--- config.mk ---
export PLATFORM = sky130hd
export DESIGN_NAME = ahb_axi_bridge
export DESIGN_NICKNAME = d
export VERILOG_FILES = /design/src/verilog/ahb_axi_pkg.sv /design/src/verilog/ahb_access_check.sv /design/src/verilog/axi_cmd_buf.sv /design/src/verilog/ahb_slave_ctrl.sv /design/src/verilog/ahb_axi_bridge.sv
export SDC_FILE = /design/constraint.sdc
export NUM_CORES = 1
export LEC_CHECK = 0
export ABC_AREA = 1
export ABC_CLOCK_PERIOD_IN_PS = 13480
export BUFFER_PORTS_ARGS = -buffer_cell sky130_fd_sc_hd__buf_4
export CAP_MARGIN = 20
export CORE_AREA = 2 2 152 154
export CTS_BUF_LIST = sky130_fd_sc_hd__clkbuf_16
export DETAILED_ROUTE_END_ITERATION = 12
export DIE_AREA = 0 0 154 156
export PLACE_DENSITY_LB_ADDON = 0.1
export SYNTH_ARGS = -nofsm -noshare
export SYNTH_HDL_FRONTEND = slang
export SYNTH_SLANG_ARGS = --single-unit
--- constraint.sdc ---
create_clock -name bus_clk -period 13.48 [get_ports bus_clk]
set_clock_uncertainty 0.15 [all_clocks]
set_input_delay 0 -clock bus_clk [delete_from_list [all_inputs] [get_ports bus_clk]]
set_output_delay 0 -clock bus_clk [all_outputs]
set_load 0.05 [all_outputs]
--- src/verilog/ahb_axi_pkg.sv ---
// AHB-Lite to AXI4 bridge shared definitions
// Bus widths, transfer and size codes, local memory regions
// and the bridge FSM state encoding
package ahb_axi_pkg;

   // ********************************************************************
   // Bus field types
   // ********************************************************************
   typedef logic [31:0] addr_t;   // Byte address on both buses
   typedef logic [63:0] data_t;   // Read and write data
   typedef logic [7:0]  strb_t;   // One bit per byte lane
   typedef logic [2:0]  hsize_t;  // log2 of transfer bytes
   typedef logic [1:0]  htrans_t; // AHB transfer type
   typedef logic [1:0]  resp_t;   // AXI OKAY/EXOKAY/SLVERR/DECERR

   // Bridge FSM
   typedef enum logic [1:0] {
      IDLE = 2'b00,  // No transfer in data phase
      WR   = 2'b01,  // Write data phase
      RD   = 2'b10,  // Read address captured, AR not yet buffered
      PEND = 2'b11   // AR sent, waiting on R beat
   } bridge_state_t;

   // AHB transfer types
   localparam htrans_t HTRANS_IDLE   = 2'b00;
   localparam htrans_t HTRANS_BUSY   = 2'b01;
   localparam htrans_t HTRANS_NONSEQ = 2'b10;

   // Size codes, shared by AHB hsize and AXI axsize
   localparam hsize_t SIZE_BYTE  = 3'd0;
   localparam hsize_t SIZE_HALF  = 3'd1;
   localparam hsize_t SIZE_WORD  = 3'd2;
   localparam hsize_t SIZE_DWORD = 3'd3;

   // ********************************************************************
   // Local memory regions
   // ********************************************************************
   // Sizes are powers of two and bases are aligned to their size
   localparam addr_t DCCM_BASE = 32'hF004_0000;  // Data memory
   localparam addr_t DCCM_SIZE = 32'h0001_0000;  // 64 KiB
   localparam addr_t ICCM_BASE = 32'hEE00_0000;  // Instruction memory
   localparam addr_t ICCM_SIZE = 32'h0001_0000;  // 64 KiB

endpackage

--- src/verilog/ahb_access_check.sv ---
// Access legality check for the bridge
// Decodes the DCCM and ICCM regions and flags transfers that
// fall outside them, target the ICCM, write the DCCM below
// word size, or are misaligned for their size
`timescale 1ns/1ps

module ahb_access_check
   import ahb_axi_pkg::*;
(
   input  addr_t  addr_q,
   input  hsize_t size_q,
   input  logic   write_q,
   output logic   access_err
);

   logic in_dccm;
   logic in_iccm;
   logic narrow;                         // Byte or halfword
   logic misaligned;
   logic bad_size;                       // Codes above doubleword

   // Regions are size aligned, so compare only the upper bits
   assign in_dccm = (addr_q & ~(DCCM_SIZE - 32'd1)) == DCCM_BASE;
   assign in_iccm = (addr_q & ~(ICCM_SIZE - 32'd1)) == ICCM_BASE;

   assign narrow   = (size_q == SIZE_BYTE) | (size_q == SIZE_HALF);
   assign bad_size = size_q[2];

   always_comb begin
      case (size_q)
         SIZE_HALF:  misaligned = addr_q[0];
         SIZE_WORD:  misaligned = |addr_q[1:0];
         SIZE_DWORD: misaligned = |addr_q[2:0];
         default:    misaligned = 1'b0;  // Bytes always aligned
      endcase
   end

   assign access_err = ~(in_dccm | in_iccm) |   // Unmapped
                       in_iccm |                // No bus access to ICCM
                       (in_dccm & write_q & narrow) |
                       misaligned |
                       bad_size;

endmodule

--- src/verilog/axi_cmd_buf.sv ---
// One-entry AXI command buffer for the bridge
// Holds one read or write command, builds the write strobe
// from size and address, and presents the entry on AW+W or AR
// until the slave completes the handshake
`timescale 1ns/1ps

module axi_cmd_buf
   import ahb_axi_pkg::*;
(
   input  logic   bus_clk,
   input  logic   arst_n,
   input  logic   cmd_load,
   input  logic   cmd_flush,
   input  addr_t  addr_q,
   input  hsize_t size_q,
   input  logic   write_q,
   input  data_t  hwdata,
   output logic   cmd_full,

   // Write address and data
   output logic   awvalid,
   output addr_t  awaddr,
   output hsize_t awsize,
   input  logic   awready,
   output logic   wvalid,
   output data_t  wdata,
   output strb_t  wstrb,
   input  logic   wready,

   // Read address
   output logic   arvalid,
   output addr_t  araddr,
   output hsize_t arsize,
   input  logic   arready
);

   logic   vld_q;                        // Entry holds a command
   logic   wr_q;                         // Entry is a write
   addr_t  cmd_addr;
   hsize_t cmd_size;
   data_t  cmd_wdata;
   strb_t  cmd_strb;
   strb_t  strb_nxt;
   logic   done;                         // Handshake completes this cycle

   // ********************************************************************
   // Strobe from size and low address bits
   // ********************************************************************
   always_comb begin
      case (size_q)
         SIZE_BYTE: strb_nxt = 8'b0000_0001 << addr_q[2:0];
         SIZE_HALF: strb_nxt = 8'b0000_0011 << addr_q[2:0];
         SIZE_WORD: strb_nxt = 8'b0000_1111 << addr_q[2:0];
         default:   strb_nxt = 8'b1111_1111;  // All lanes
      endcase
   end

   // AW and W leave together, so both readies must be high
   assign done     = (awvalid & awready & wready) | (arvalid & arready);
   assign cmd_full = vld_q & ~done;

   // Valid bit, load wins over a completing handshake
   always_ff @(posedge bus_clk or negedge arst_n) begin
      if (!arst_n) begin
         vld_q <= 1'b0;
      end else if (cmd_load) begin
         vld_q <= 1'b1;
      end else if (done || (cmd_flush && !wr_q)) begin
         vld_q <= 1'b0;                  // A posted write is never dropped
      end
   end

   // Entry payload
   always_ff @(posedge bus_clk) begin
      if (cmd_load) begin
         wr_q      <= write_q;
         cmd_addr  <= addr_q;
         cmd_size  <= size_q;
         cmd_wdata <= hwdata;            // Live data phase
         cmd_strb  <= strb_nxt;
      end
   end

   // ********************************************************************
   // AXI channel outputs
   // ********************************************************************
   assign awvalid = vld_q & wr_q;
   assign awaddr  = cmd_addr;
   assign awsize  = cmd_size;
   assign wvalid  = vld_q & wr_q;        // Paired with AW
   assign wdata   = cmd_wdata;
   assign wstrb   = cmd_strb;
   assign arvalid = vld_q & ~wr_q;
   assign araddr  = cmd_addr;
   assign arsize  = cmd_size;

endmodule

--- src/verilog/ahb_slave_ctrl.sv ---
// AHB-Lite slave controller for the bridge
// Runs the bridge FSM, captures the address phase, builds
// hreadyout and the two-cycle error response, and holds
// returned read data for the AHB data phase
`timescale 1ns/1ps

module ahb_slave_ctrl
   import ahb_axi_pkg::*;
(
   input  logic    bus_clk,
   input  logic    arst_n,
   input  addr_t   haddr,
   input  hsize_t  hsize,
   input  htrans_t htrans,
   input  logic    hwrite,
   input  logic    hsel,
   input  logic    hreadyin,
   input  logic    access_err,
   input  logic    cmd_full,
   input  logic    rvalid,
   input  data_t   rdata,
   input  resp_t   rresp,
   output data_t   hrdata,
   output logic    hreadyout,
   output logic    hresp,
   output addr_t   addr_q,
   output hsize_t  size_q,
   output logic    write_q,
   output logic    cmd_load,
   output logic    cmd_flush
);

   bridge_state_t state, state_nxt;
   logic          hready;              // Bus-wide ready, this slave included
   logic          accept;              // Address phase taken this cycle
   logic          hresp_q;
   logic          hready_q;
   logic          rd_err_q;            // R beat came back with error

   assign hready = hreadyout & hreadyin;
   assign accept = hready & hsel & htrans[1];

   // ********************************************************************
   // Response generation
   // ********************************************************************
   // Error sources: illegal captured access, read error, or second error cycle
   assign hresp = (((state == WR) | (state == RD)) & access_err) |
                  rd_err_q |
                  (hresp_q & ~hready_q);

   // First error cycle holds low, second releases
   // Otherwise ready in IDLE, and in WR unless the buffer is still busy
   always_comb begin
      if (hresp) begin
         hreadyout = hresp_q & ~hready_q;
      end else begin
         hreadyout = (state == IDLE) | ((state == WR) & ~cmd_full);
      end
   end

   // Only read entries are dropped by the buffer, posted writes finish
   assign cmd_flush = hresp;

   // ********************************************************************
   // Bridge FSM
   // ********************************************************************
   always_comb begin
      state_nxt = state;
      cmd_load  = 1'b0;
      case (state)
         IDLE: begin
            if (accept) state_nxt = hwrite ? WR : RD;
         end
         WR: begin
            cmd_load = ~cmd_full & ~hresp;                   // hwdata is valid now
            if (hresp) begin
               state_nxt = IDLE;
            end else if (!cmd_full) begin
               state_nxt = accept ? (hwrite ? WR : RD) : IDLE; // Pipelined next phase
            end
         end
         RD: begin
            cmd_load = ~cmd_full & ~hresp;
            if (hresp) begin
               state_nxt = IDLE;
            end else if (!cmd_full) begin
               state_nxt = PEND;                             // AR goes out next cycle
            end
         end
         PEND: begin
            if (rvalid) state_nxt = IDLE;                    // Data shown next cycle
         end
         default: state_nxt = IDLE;
      endcase
   end

   // ********************************************************************
   // Registers
   // ********************************************************************
   always_ff @(posedge bus_clk or negedge arst_n) begin
      if (!arst_n) begin
         state    <= IDLE;
         hresp_q  <= 1'b0;
         hready_q <= 1'b0;
         rd_err_q <= 1'b0;
      end else begin
         state    <= state_nxt;
         hresp_q  <= hresp;
         hready_q <= hreadyout;
         rd_err_q <= (state == PEND) & rvalid & (|rresp); // One-cycle flag
      end
   end

   // Address phase payload
   always_ff @(posedge bus_clk) begin
      if (accept) begin
         addr_q  <= haddr;
         size_q  <= hsize;
         write_q <= hwrite;
      end
   end

   // Read return buffer
   always_ff @(posedge bus_clk) begin
      if ((state == PEND) && rvalid) hrdata <= rdata;
   end

endmodule

--- src/verilog/ahb_axi_bridge.sv ---
// AHB-Lite slave to AXI4 master bridge, top level
// One transfer in flight. The AHB controller captures the address
// phase, the access checker judges it, and the command buffer
// issues the AXI AW/W or AR beat
`timescale 1ns/1ps

module ahb_axi_bridge
   import ahb_axi_pkg::*;
(
   input  logic    bus_clk,
   input  logic    arst_n,

   // AHB-Lite slave port
   input  addr_t   haddr,
   input  hsize_t  hsize,
   input  htrans_t htrans,
   input  logic    hwrite,
   input  data_t   hwdata,
   input  logic    hsel,
   input  logic    hreadyin,
   output data_t   hrdata,
   output logic    hreadyout,
   output logic    hresp,

   // AXI write address and data
   output logic    awvalid,
   output addr_t   awaddr,
   output hsize_t  awsize,
   input  logic    awready,
   output logic    wvalid,
   output data_t   wdata,
   output strb_t   wstrb,
   input  logic    wready,

   // AXI read address and data
   output logic    arvalid,
   output addr_t   araddr,
   output hsize_t  arsize,
   input  logic    arready,
   input  logic    rvalid,
   input  data_t   rdata,
   input  resp_t   rresp
);

   // Captured address phase
   addr_t  addr_q;
   hsize_t size_q;
   logic   write_q;

   logic   access_err;                  // Captured transfer is illegal
   logic   cmd_load;                    // Load command entry
   logic   cmd_flush;                   // Drop entry on error
   logic   cmd_full;                    // Entry busy this cycle

   ahb_slave_ctrl u_ctrl (
      .bus_clk   (bus_clk),
      .arst_n    (arst_n),
      .haddr     (haddr),
      .hsize     (hsize),
      .htrans    (htrans),
      .hwrite    (hwrite),
      .hsel      (hsel),
      .hreadyin  (hreadyin),
      .access_err(access_err),
      .cmd_full  (cmd_full),
      .rvalid    (rvalid),
      .rdata     (rdata),
      .rresp     (rresp),
      .hrdata    (hrdata),
      .hreadyout (hreadyout),
      .hresp     (hresp),
      .addr_q    (addr_q),
      .size_q    (size_q),
      .write_q   (write_q),
      .cmd_load  (cmd_load),
      .cmd_flush (cmd_flush)
   );

   ahb_access_check u_check (
      .addr_q    (addr_q),
      .size_q    (size_q),
      .write_q   (write_q),
      .access_err(access_err)
   );

   axi_cmd_buf u_cmd (
      .bus_clk  (bus_clk),
      .arst_n   (arst_n),
      .cmd_load (cmd_load),
      .cmd_flush(cmd_flush),
      .addr_q   (addr_q),
      .size_q   (size_q),
      .write_q  (write_q),
      .hwdata   (hwdata),
      .cmd_full (cmd_full),
      .awvalid  (awvalid),
      .awaddr   (awaddr),
      .awsize   (awsize),
      .awready  (awready),
      .wvalid   (wvalid),
      .wdata    (wdata),
      .wstrb    (wstrb),
      .wready   (wready),
      .arvalid  (arvalid),
      .araddr   (araddr),
      .arsize   (arsize),
      .arready  (arready)
   );

endmodule

Yosys cells after proc, flatten, opt, wreduce, memory -nomap -nowiden
Cells that the tools add are included.
{"block": "totals", "input_bits": 176, "elab_cells": 90, "out_inout_bits": 211, "n_memories": 0, "latch_bits": 0, "reg_bits": 214, "mem_bits_ro": 0, "ram_bits": 0}
{"block": "op_classes", "n_mul": 0, "n_reduce_logical": 12, "add_sub_neg": 0, "n_lt_le_gt_ge": 0, "shift": 3, "eq_ne": 12, "bitwise_logic": 34, "div_mod_pow": 0, "muxes": 15}
{"op": "$eq 16x16->1 const B", "n": 2}
{"op": "$pmux 8 s3", "n": 1}
{"op": "$and 1x1->1", "n": 17}
{"op": "$mux 2", "n": 8}
{"op": "$or 1x1->1", "n": 11}
{"op": "$pmux 2 s4", "n": 1}
{"op": "$shl 1x3->8 const A", "n": 1}
{"op": "$shl 2x3->8 const A", "n": 1}
{"op": "$shl 4x3->8 const A", "n": 1}
{"op": "$eq 3x2->1 const B", "n": 2}
{"op": "$ne 3x2->1 const B", "n": 2}
{"op": "$not 1->1", "n": 6}
{"op": "$reduce_or 2->1", "n": 3}
{"op": "$eq 2x2->1 const B", "n": 2}
{"op": "$mux 1", "n": 4}
{"op": "$reduce_and 4->1", "n": 1}
{"op": "$eq 3x1->1 const B", "n": 1}
{"op": "$logic_not 3->1", "n": 1}
{"op": "$pmux 1 s3", "n": 1}
{"op": "$reduce_or 3->1", "n": 1}
{"op": "$eq 2x1->1 const B", "n": 1}
{"op": "$logic_and 1x1->1", "n": 2}
{"op": "$logic_not 2->1", "n": 1}
{"op": "$ne 2x1->1 const B", "n": 1}
{"op": "other kinds (4)", "n": 4}

Logic depth before layout (Yosys ltp)
{"block": "depth", "ltp_word": 18, "mapped_depth": 15, "mapped_depth_nobuf": 15}

Cells and area by module
From an unflattened synthesis, not the netlist that was laid out.
{"block": "hier_totals", "hier_cells": 392, "hier_area_um2": 7342.0}
{"mod": "axi_cmd_buf", "seq_area_each_um2": 3268.1, "area_per_inst_um2": 3776.1, "n_inst": 1, "cells_per_inst": 202}
{"mod": "ahb_slave_ctrl", "seq_area_each_um2": 3128.0, "area_per_inst_um2": 3450.8, "n_inst": 1, "cells_per_inst": 161}
{"mod": "ahb_access_check", "seq_area_each_um2": 0.0, "area_per_inst_um2": 115.1, "n_inst": 1, "cells_per_inst": 29}

Worst setup path before layout
No wires, ideal clock.
{"block": "synth_path", "path_kind": "reg-to-reg", "start": "reg u_ctrl.addr_q[1]", "end": "reg u_cmd.cmd_addr[0] (netlist: u_cmd.araddr[0]) (enable)", "path_stages_with_launch": 10, "required_ns": 12.754, "setup_ns": 0.576, "path_buffers": 0, "period_less_slack_ns": 6.602, "arrival_time_ns": 5.876, "slack_ns": 6.878, "cell_sequence": "edfxtp_1 > nor2_4 > nand2_1 > nand2_1 > nand3_2 > o21bai_4 > nand2_2 > inv_2 > nand2_1 > nor2_1"}
{"block": "synth_via", "elab_chain_len": 10, "elab_cells_between_ends": 11, "classes_between": "2 x mux; 7 x bitwise; 2 x reduce/logical"}
{"item": "from (decl)", "line": "ahb_slave_ctrl.sv:26", "rtl": "output addr_t addr_q,"}
{"item": "from (signal assigned)", "line": "ahb_slave_ctrl.sv:117", "rtl": "addr_q <= haddr;"}
{"item": "$reduce_or 3->1 / $reduce_or 2->1 (equally long branches)", "line": "ahb_access_check.sv:33, ahb_access_check.sv:32"}
{"item": "$pmux 1 s3 *", "line": "ahb_access_check.sv:30", "rtl": "case (size_q)"}
{"item": "$or 1x1->1 *", "line": "ahb_access_check.sv:40", "rtl": "(in_dccm & write_q & narrow) |"}
{"item": "$or 1x1->1 *", "line": "ahb_access_check.sv:41", "rtl": "misaligned |"}
{"item": "$and 1x1->1 *", "line": "ahb_slave_ctrl.sv:47", "rtl": "assign hresp = (((state == WR) | (state == RD)) & access_err) |"}
{"item": "$or 1x1->1 *", "line": "ahb_slave_ctrl.sv:47"}
{"item": "$or 1x1->1 *", "line": "ahb_slave_ctrl.sv:48", "rtl": "rd_err_q |"}
{"item": "via hresp", "line": "ahb_axi_bridge.sv:23", "rtl": "output logic hresp,"}
{"item": "$not 1->1 *", "line": "ahb_slave_ctrl.sv:75, ahb_slave_ctrl.sv:83"}
{"item": "$and 1x1->1 *", "line": "ahb_slave_ctrl.sv:75, ahb_slave_ctrl.sv:83"}
{"item": "$mux 1 *"}
{"item": "via cmd_load", "line": "ahb_axi_bridge.sv:51", "rtl": "logic cmd_load;"}
{"item": "to (signal assigned)", "line": "axi_cmd_buf.sv:77", "rtl": "cmd_addr <= addr_q;"}
{"item": "to (decl)", "line": "axi_cmd_buf.sv:39", "rtl": "addr_t cmd_addr;"}
Mark *: on every way through the listed nets, which the timed path passes. The rest lies on a longest branch.
A chain may end at the register's enable or synchronous reset.

Worst setup path after layout
{"block": "layout_path", "start": "reg u_ctrl.addr_q[24]", "end": "reg u_cmd.cmd_wdata[60] (netlist: u_cmd.wdata[60]) (enable)"}
{"block": "layout_via", "elab_chain_len": 13, "elab_cells_between_ends": 16, "classes_between": "2 x eq/ne; 1 x mux; 13 x bitwise"}
{"item": "$eq 16x16->1, on equally long branches", "line": "ahb_access_check.sv:23, ahb_access_check.sv:24"}
{"item": "$or 1x1->1", "line": "ahb_access_check.sv:38", "rtl": "assign access_err = ~(in_dccm | in_iccm) |"}
{"item": "$not 1->1", "line": "ahb_access_check.sv:38"}
{"item": "$or 1x1->1", "line": "ahb_access_check.sv:38"}
{"item": "$or 1x1->1 *", "line": "ahb_access_check.sv:39", "rtl": "in_iccm |"}
{"item": "$or 1x1->1 *", "line": "ahb_access_check.sv:40"}
{"item": "$or 1x1->1 *", "line": "ahb_access_check.sv:41"}
{"item": "$and 1x1->1 *", "line": "ahb_slave_ctrl.sv:47"}
{"item": "$or 1x1->1 *", "line": "ahb_slave_ctrl.sv:47"}
{"item": "$or 1x1->1 *", "line": "ahb_slave_ctrl.sv:48"}
{"item": "$not 1->1 *", "line": "ahb_slave_ctrl.sv:75, ahb_slave_ctrl.sv:83"}
{"item": "$and 1x1->1 *", "line": "ahb_slave_ctrl.sv:75, ahb_slave_ctrl.sv:83"}
{"item": "$mux 1 *"}
{"item": "via cmd_load", "line": "ahb_axi_bridge.sv:51"}
{"item": "to (signal assigned)", "line": "axi_cmd_buf.sv:79", "rtl": "cmd_wdata <= hwdata;"}
{"item": "to (decl)", "line": "axi_cmd_buf.sv:41", "rtl": "data_t cmd_wdata;"}
Marked as above.

==> flow_metrics.env <==
export IMPL_dp_hpwl_mm=13.74
export IMPL_critPathSlowestCell="buf_4"
export IMPL_core_area_um2=22370
export IMPL_drcViolationCount=0
export IMPL_grt_overflow_total=0
export IMPL_met2_length_mm=10.54
export IMPL_wl_met3_mm=1.888
export IMPL_start_kind="register"
export IMPL_worstHoldStart="rdata[35]"
export IMPL_ys_ff_latch=214
export IMPL_critical_path_class="register to register"
export IMPL_initial_core_util=0.3257
export IMPL_status="completed"
export IMPL_drive_gt1_frac=0.4691
export IMPL_final_setup_viol_count=0
export IMPL_yosys_top_cells_area="edfxtp_1 (86%), buf_4 (3.7%), nand2_1 (2.1%), dfrtp_1 (2.1%), nand3_1 (0.89%)"
export IMPL_placedCellCount=1008
export IMPL_maxUsedRoutingLayer="met4"
export IMPL_fin_cells=1225
export IMPL_nets=1105
export IMPL_n_antenna_cell=0
export IMPL_synth_area_leader_cell="edfxtp_1"
export IMPL_clk_latency_ps=510
export IMPL_clkSlewWorstSetupHoldPaths_ps=60
export IMPL_rsz0062_at_grt="no"
export IMPL_ir_worst_vdd_uv=115.0
export IMPL_port_buffers=385
export IMPL_place_congestion=0.7396
export IMPL_critical_path_cell_chain="or2_1 -> nor2_2 -> nand3_2 -> o21bai_4 -> nand2_2 -> inv_2 -> nand2_1 -> nor2_4 -> buf_4 -> buf_4"
export IMPL_hold_end="u_ctrl.hrdata[35]"
export IMPL_grt_pass1_vias=5436
export IMPL_synth_top_cell_area_share=0.8574
export IMPL_drtAntennaViolNets=0
export IMPL_slowest_delay_ps=730
export IMPL_cp_top_family="buffers and inverters"
export IMPL_reg2reg_depth=10
export IMPL_avgViaCountPerCell=4.188
export IMPL_clk_path_buf_depth=3
export IMPL_seqCellArea_um2=6396
export IMPL_r2r_setup_slack_ps=10200
export IMPL_dr_pass1_iters=6
export IMPL_syn_nets=552
export IMPL_synth_cells=372
export IMPL_core_rowCount=55
export IMPL_hold_path_class="primary input to register"
export IMPL_areaGrowthSynthToFinish_pct=76.52
export IMPL_synth_cell_types=26
export IMPL_cp_common_cell="buf_4"
export IMPL_avgSynthCellArea_um2=19.58
export IMPL_wl_per_cell_um=16.37
export IMPL_path_buf_inv=3
export IMPL_slew_headroom=0.4483
export IMPL_grt_max_degree=66
export IMPL_p_leak_nw=5.361
export IMPL_cts_tree="built"
export IMPL_h_tree_depth=1
export IMPL_reg2reg_to="u_cmd.wdata[60]"
export IMPL_crit_path_max_fanout=65
export IMPL_grt_antenna_before_repair=0
export IMPL_hold_violations=0
export IMPL_power_density_nw_per_um2=221.2
export IMPL_num_vias=5130
export IMPL_dieArea_um2=24020
export IMPL_cts_sinks=214
export IMPL_drt_iter0_markers=234
export IMPL_min_period_ps=3279
export IMPL_worstReg2RegStart="u_ctrl.addr_q[24]"
export IMPL_synthesis_area_um2=7284
export IMPL_cts_made_buffers=24
export IMPL_seq_area_frac_synth=0.8780
export IMPL_fillCellCount=1728
export IMPL_cap_violations=0
export IMPL_endpoint_kind="register"
export IMPL_worstPathArrival_ps=3260
export IMPL_wirelength_mm=20.05
export IMPL_yosys_warnings=0
export IMPL_crit_required_ps=13460
export IMPL_die_y_um=156
export IMPL_max_freq_mhz=305.0
export IMPL_setup_tns_final_ps=0
export IMPL_drv_slew=0
export IMPL_worstMarginPinSlew_ps=827.5
export IMPL_cts_root_buf="clkbuf_16"
export IMPL_ios=387
export IMPL_die_w_um=154
export IMPL_finalCritPeriodShare=0.2432
export IMPL_grt_total_usage=0.1591
export IMPL_grt_pass1_wl_mm=29.57
export IMPL_drt_met1_wl_mm=7.045
export IMPL_multi_input_area_um2=541.8
export IMPL_min_path_cells=2
[Yosys cell counts]
master and instances:
edfxtp_1 208, nand2_1 41, buf_4 36, inv_1 17, nor2_1 15, nand3_1 13, dfrtp_1 6, a21oi_1 4
ha_1 4, inv_2 4, nand2_2 3, nand3_2 3, nand2_4 2, nor2_4 2, nor3_1 2, o21ai_0 2
and2b_1 1, and3_2 1, buf_2 1, nand3b_1 1, nor2_2 1, o211ai_1 1, o21bai_1 1, o21bai_4 1
or2_1 1, or2_2 1
[cells by family (layout without fill, tap and decap cells)]
kind of cell | Yosys count | after routing | share of synthesized area
compound gates | 9 | 9 | 0.008761
fa+ha+maj | 4 | 4 | 0.006871
buf+inv | 58 | 626 | 0.04861
flops | 214 | 214 | 0.8780
simple gates | 87 | 87 | 0.05771
[repair_timing]
action / in CTS / in global routing
hold endpoints to repair: 174 / 0
resized for setup: 0 / 0
setup buffers: 0 / 0
hold buffers: 176 / 0
[flip-flops by register name, summed over array words and instances, names as in the netlist, 2 cells and up]
| register | flops |
|---|---|
| u_ctrl.size_q | 3 |
| u_cmd.wstrb | 8 |
| u_cmd.arsize | 3 |
| u_cmd.araddr | 32 |
| u_ctrl.hrdata | 64 |
| u_cmd.wdata | 64 |
| u_ctrl.addr_q | 32 |
| u_ctrl.state | 2 |
[power by group]
part           switching (W)  total (W)  internal (W)  leakage [nW]
clock network       0.000251   0.000667      0.000417         0.418
logic               0.000847    0.00117      0.000319          2.97
registers          0.0000654    0.00101      0.000944          1.97
[per-stage QoR]
step | hold slack [ps] | utilization | total power (W) | instance area, µm² | worst slack (ps)
finish | 46.41 | 0.5749 | 0.002844 | 12860 | 10200
global route | 38.39 | 0.5749 | 0.002944 | 12860 | 9924
CTS | 22.95 | 0.5749 | 0.002872 | 12860 | 10120
detailed placement | -329.8 | 0.4599 | 0.002149 | 10290 | 10130
global placement | -330.3 | 0.4599 | 0.002138 | 10290 | 10220
floorplan | -445.6 | - | 0.001840 | 7284 | 6878
[how the worst max path moves through the flow]
| stage | from | end | slack (ps) | cells after the start |
|---|---|---|---|---|
| after floorplan | u_ctrl.addr_q[1] | u_cmd.araddr[0] | 6880 | 9 |
| after global placement | u_ctrl.addr_q[24] | u_cmd.wdata[10] | 10220 | 10 |
| after detailed placement | u_ctrl.addr_q[24] | u_cmd.wdata[24] | 10130 | 10 |
| after CTS | u_ctrl.addr_q[24] | u_cmd.wdata[24] | 10120 | 10 |
| after global routing | u_ctrl.addr_q[24] | u_cmd.wdata[56] | 9920 | 10 |
| final | u_ctrl.addr_q[24] | u_cmd.wdata[60] | 10200 | 10 |
[per-layer routing]
layer | global-route usage | vias to the layer above
met1 | 0.1671 | 2386
met5 | 0 | -
met3 | 0.05056 | 39
met4 | 0.05474 | 0
met2 | 0.2996 | 276
li1 | - | 2429
[area by class of cell]
| cell class | instances | share of cell area |
|---|---|---|
| Multi-Input combinational cell | 100 | 0.04213 |
| Tap cell | 285 | 0.02773 |
| Timing Repair Buffer | 564 | 0.3635 |
| Inverter | 21 | 0.006130 |
| Clock buffer | 24 | 0.04671 |
| Sequential cell | 214 | 0.4974 |
| Clock inverter | 17 | 0.01635 |
[layout by cell type, fill, tap and decap left out]
cell type	n
a21oi_1	4
and2b_1	1
and3_2	1
buf_4	388
bufinv_16	5
clkbuf_16	24
clkinv_1	3
clkinv_2	2
clkinv_8	1
dfrtp_1	6
dlygate4sd3_1	176
edfxtp_1	208
ha_1	4
inv_1	21
inv_2	6
nand2_1	41
nand2_2	3
nand2_4	2
nand3_1	13
nand3_2	3
nand3b_1	1
nor2_1	14
nor2_2	1
nor2_4	3
nor3_1	2
o211ai_1	1
o21ai_0	2
o21bai_1	1
o21bai_4	1
or2_1	1
or2_2	1
Note: power is estimated with default switching activity, not from simulation.
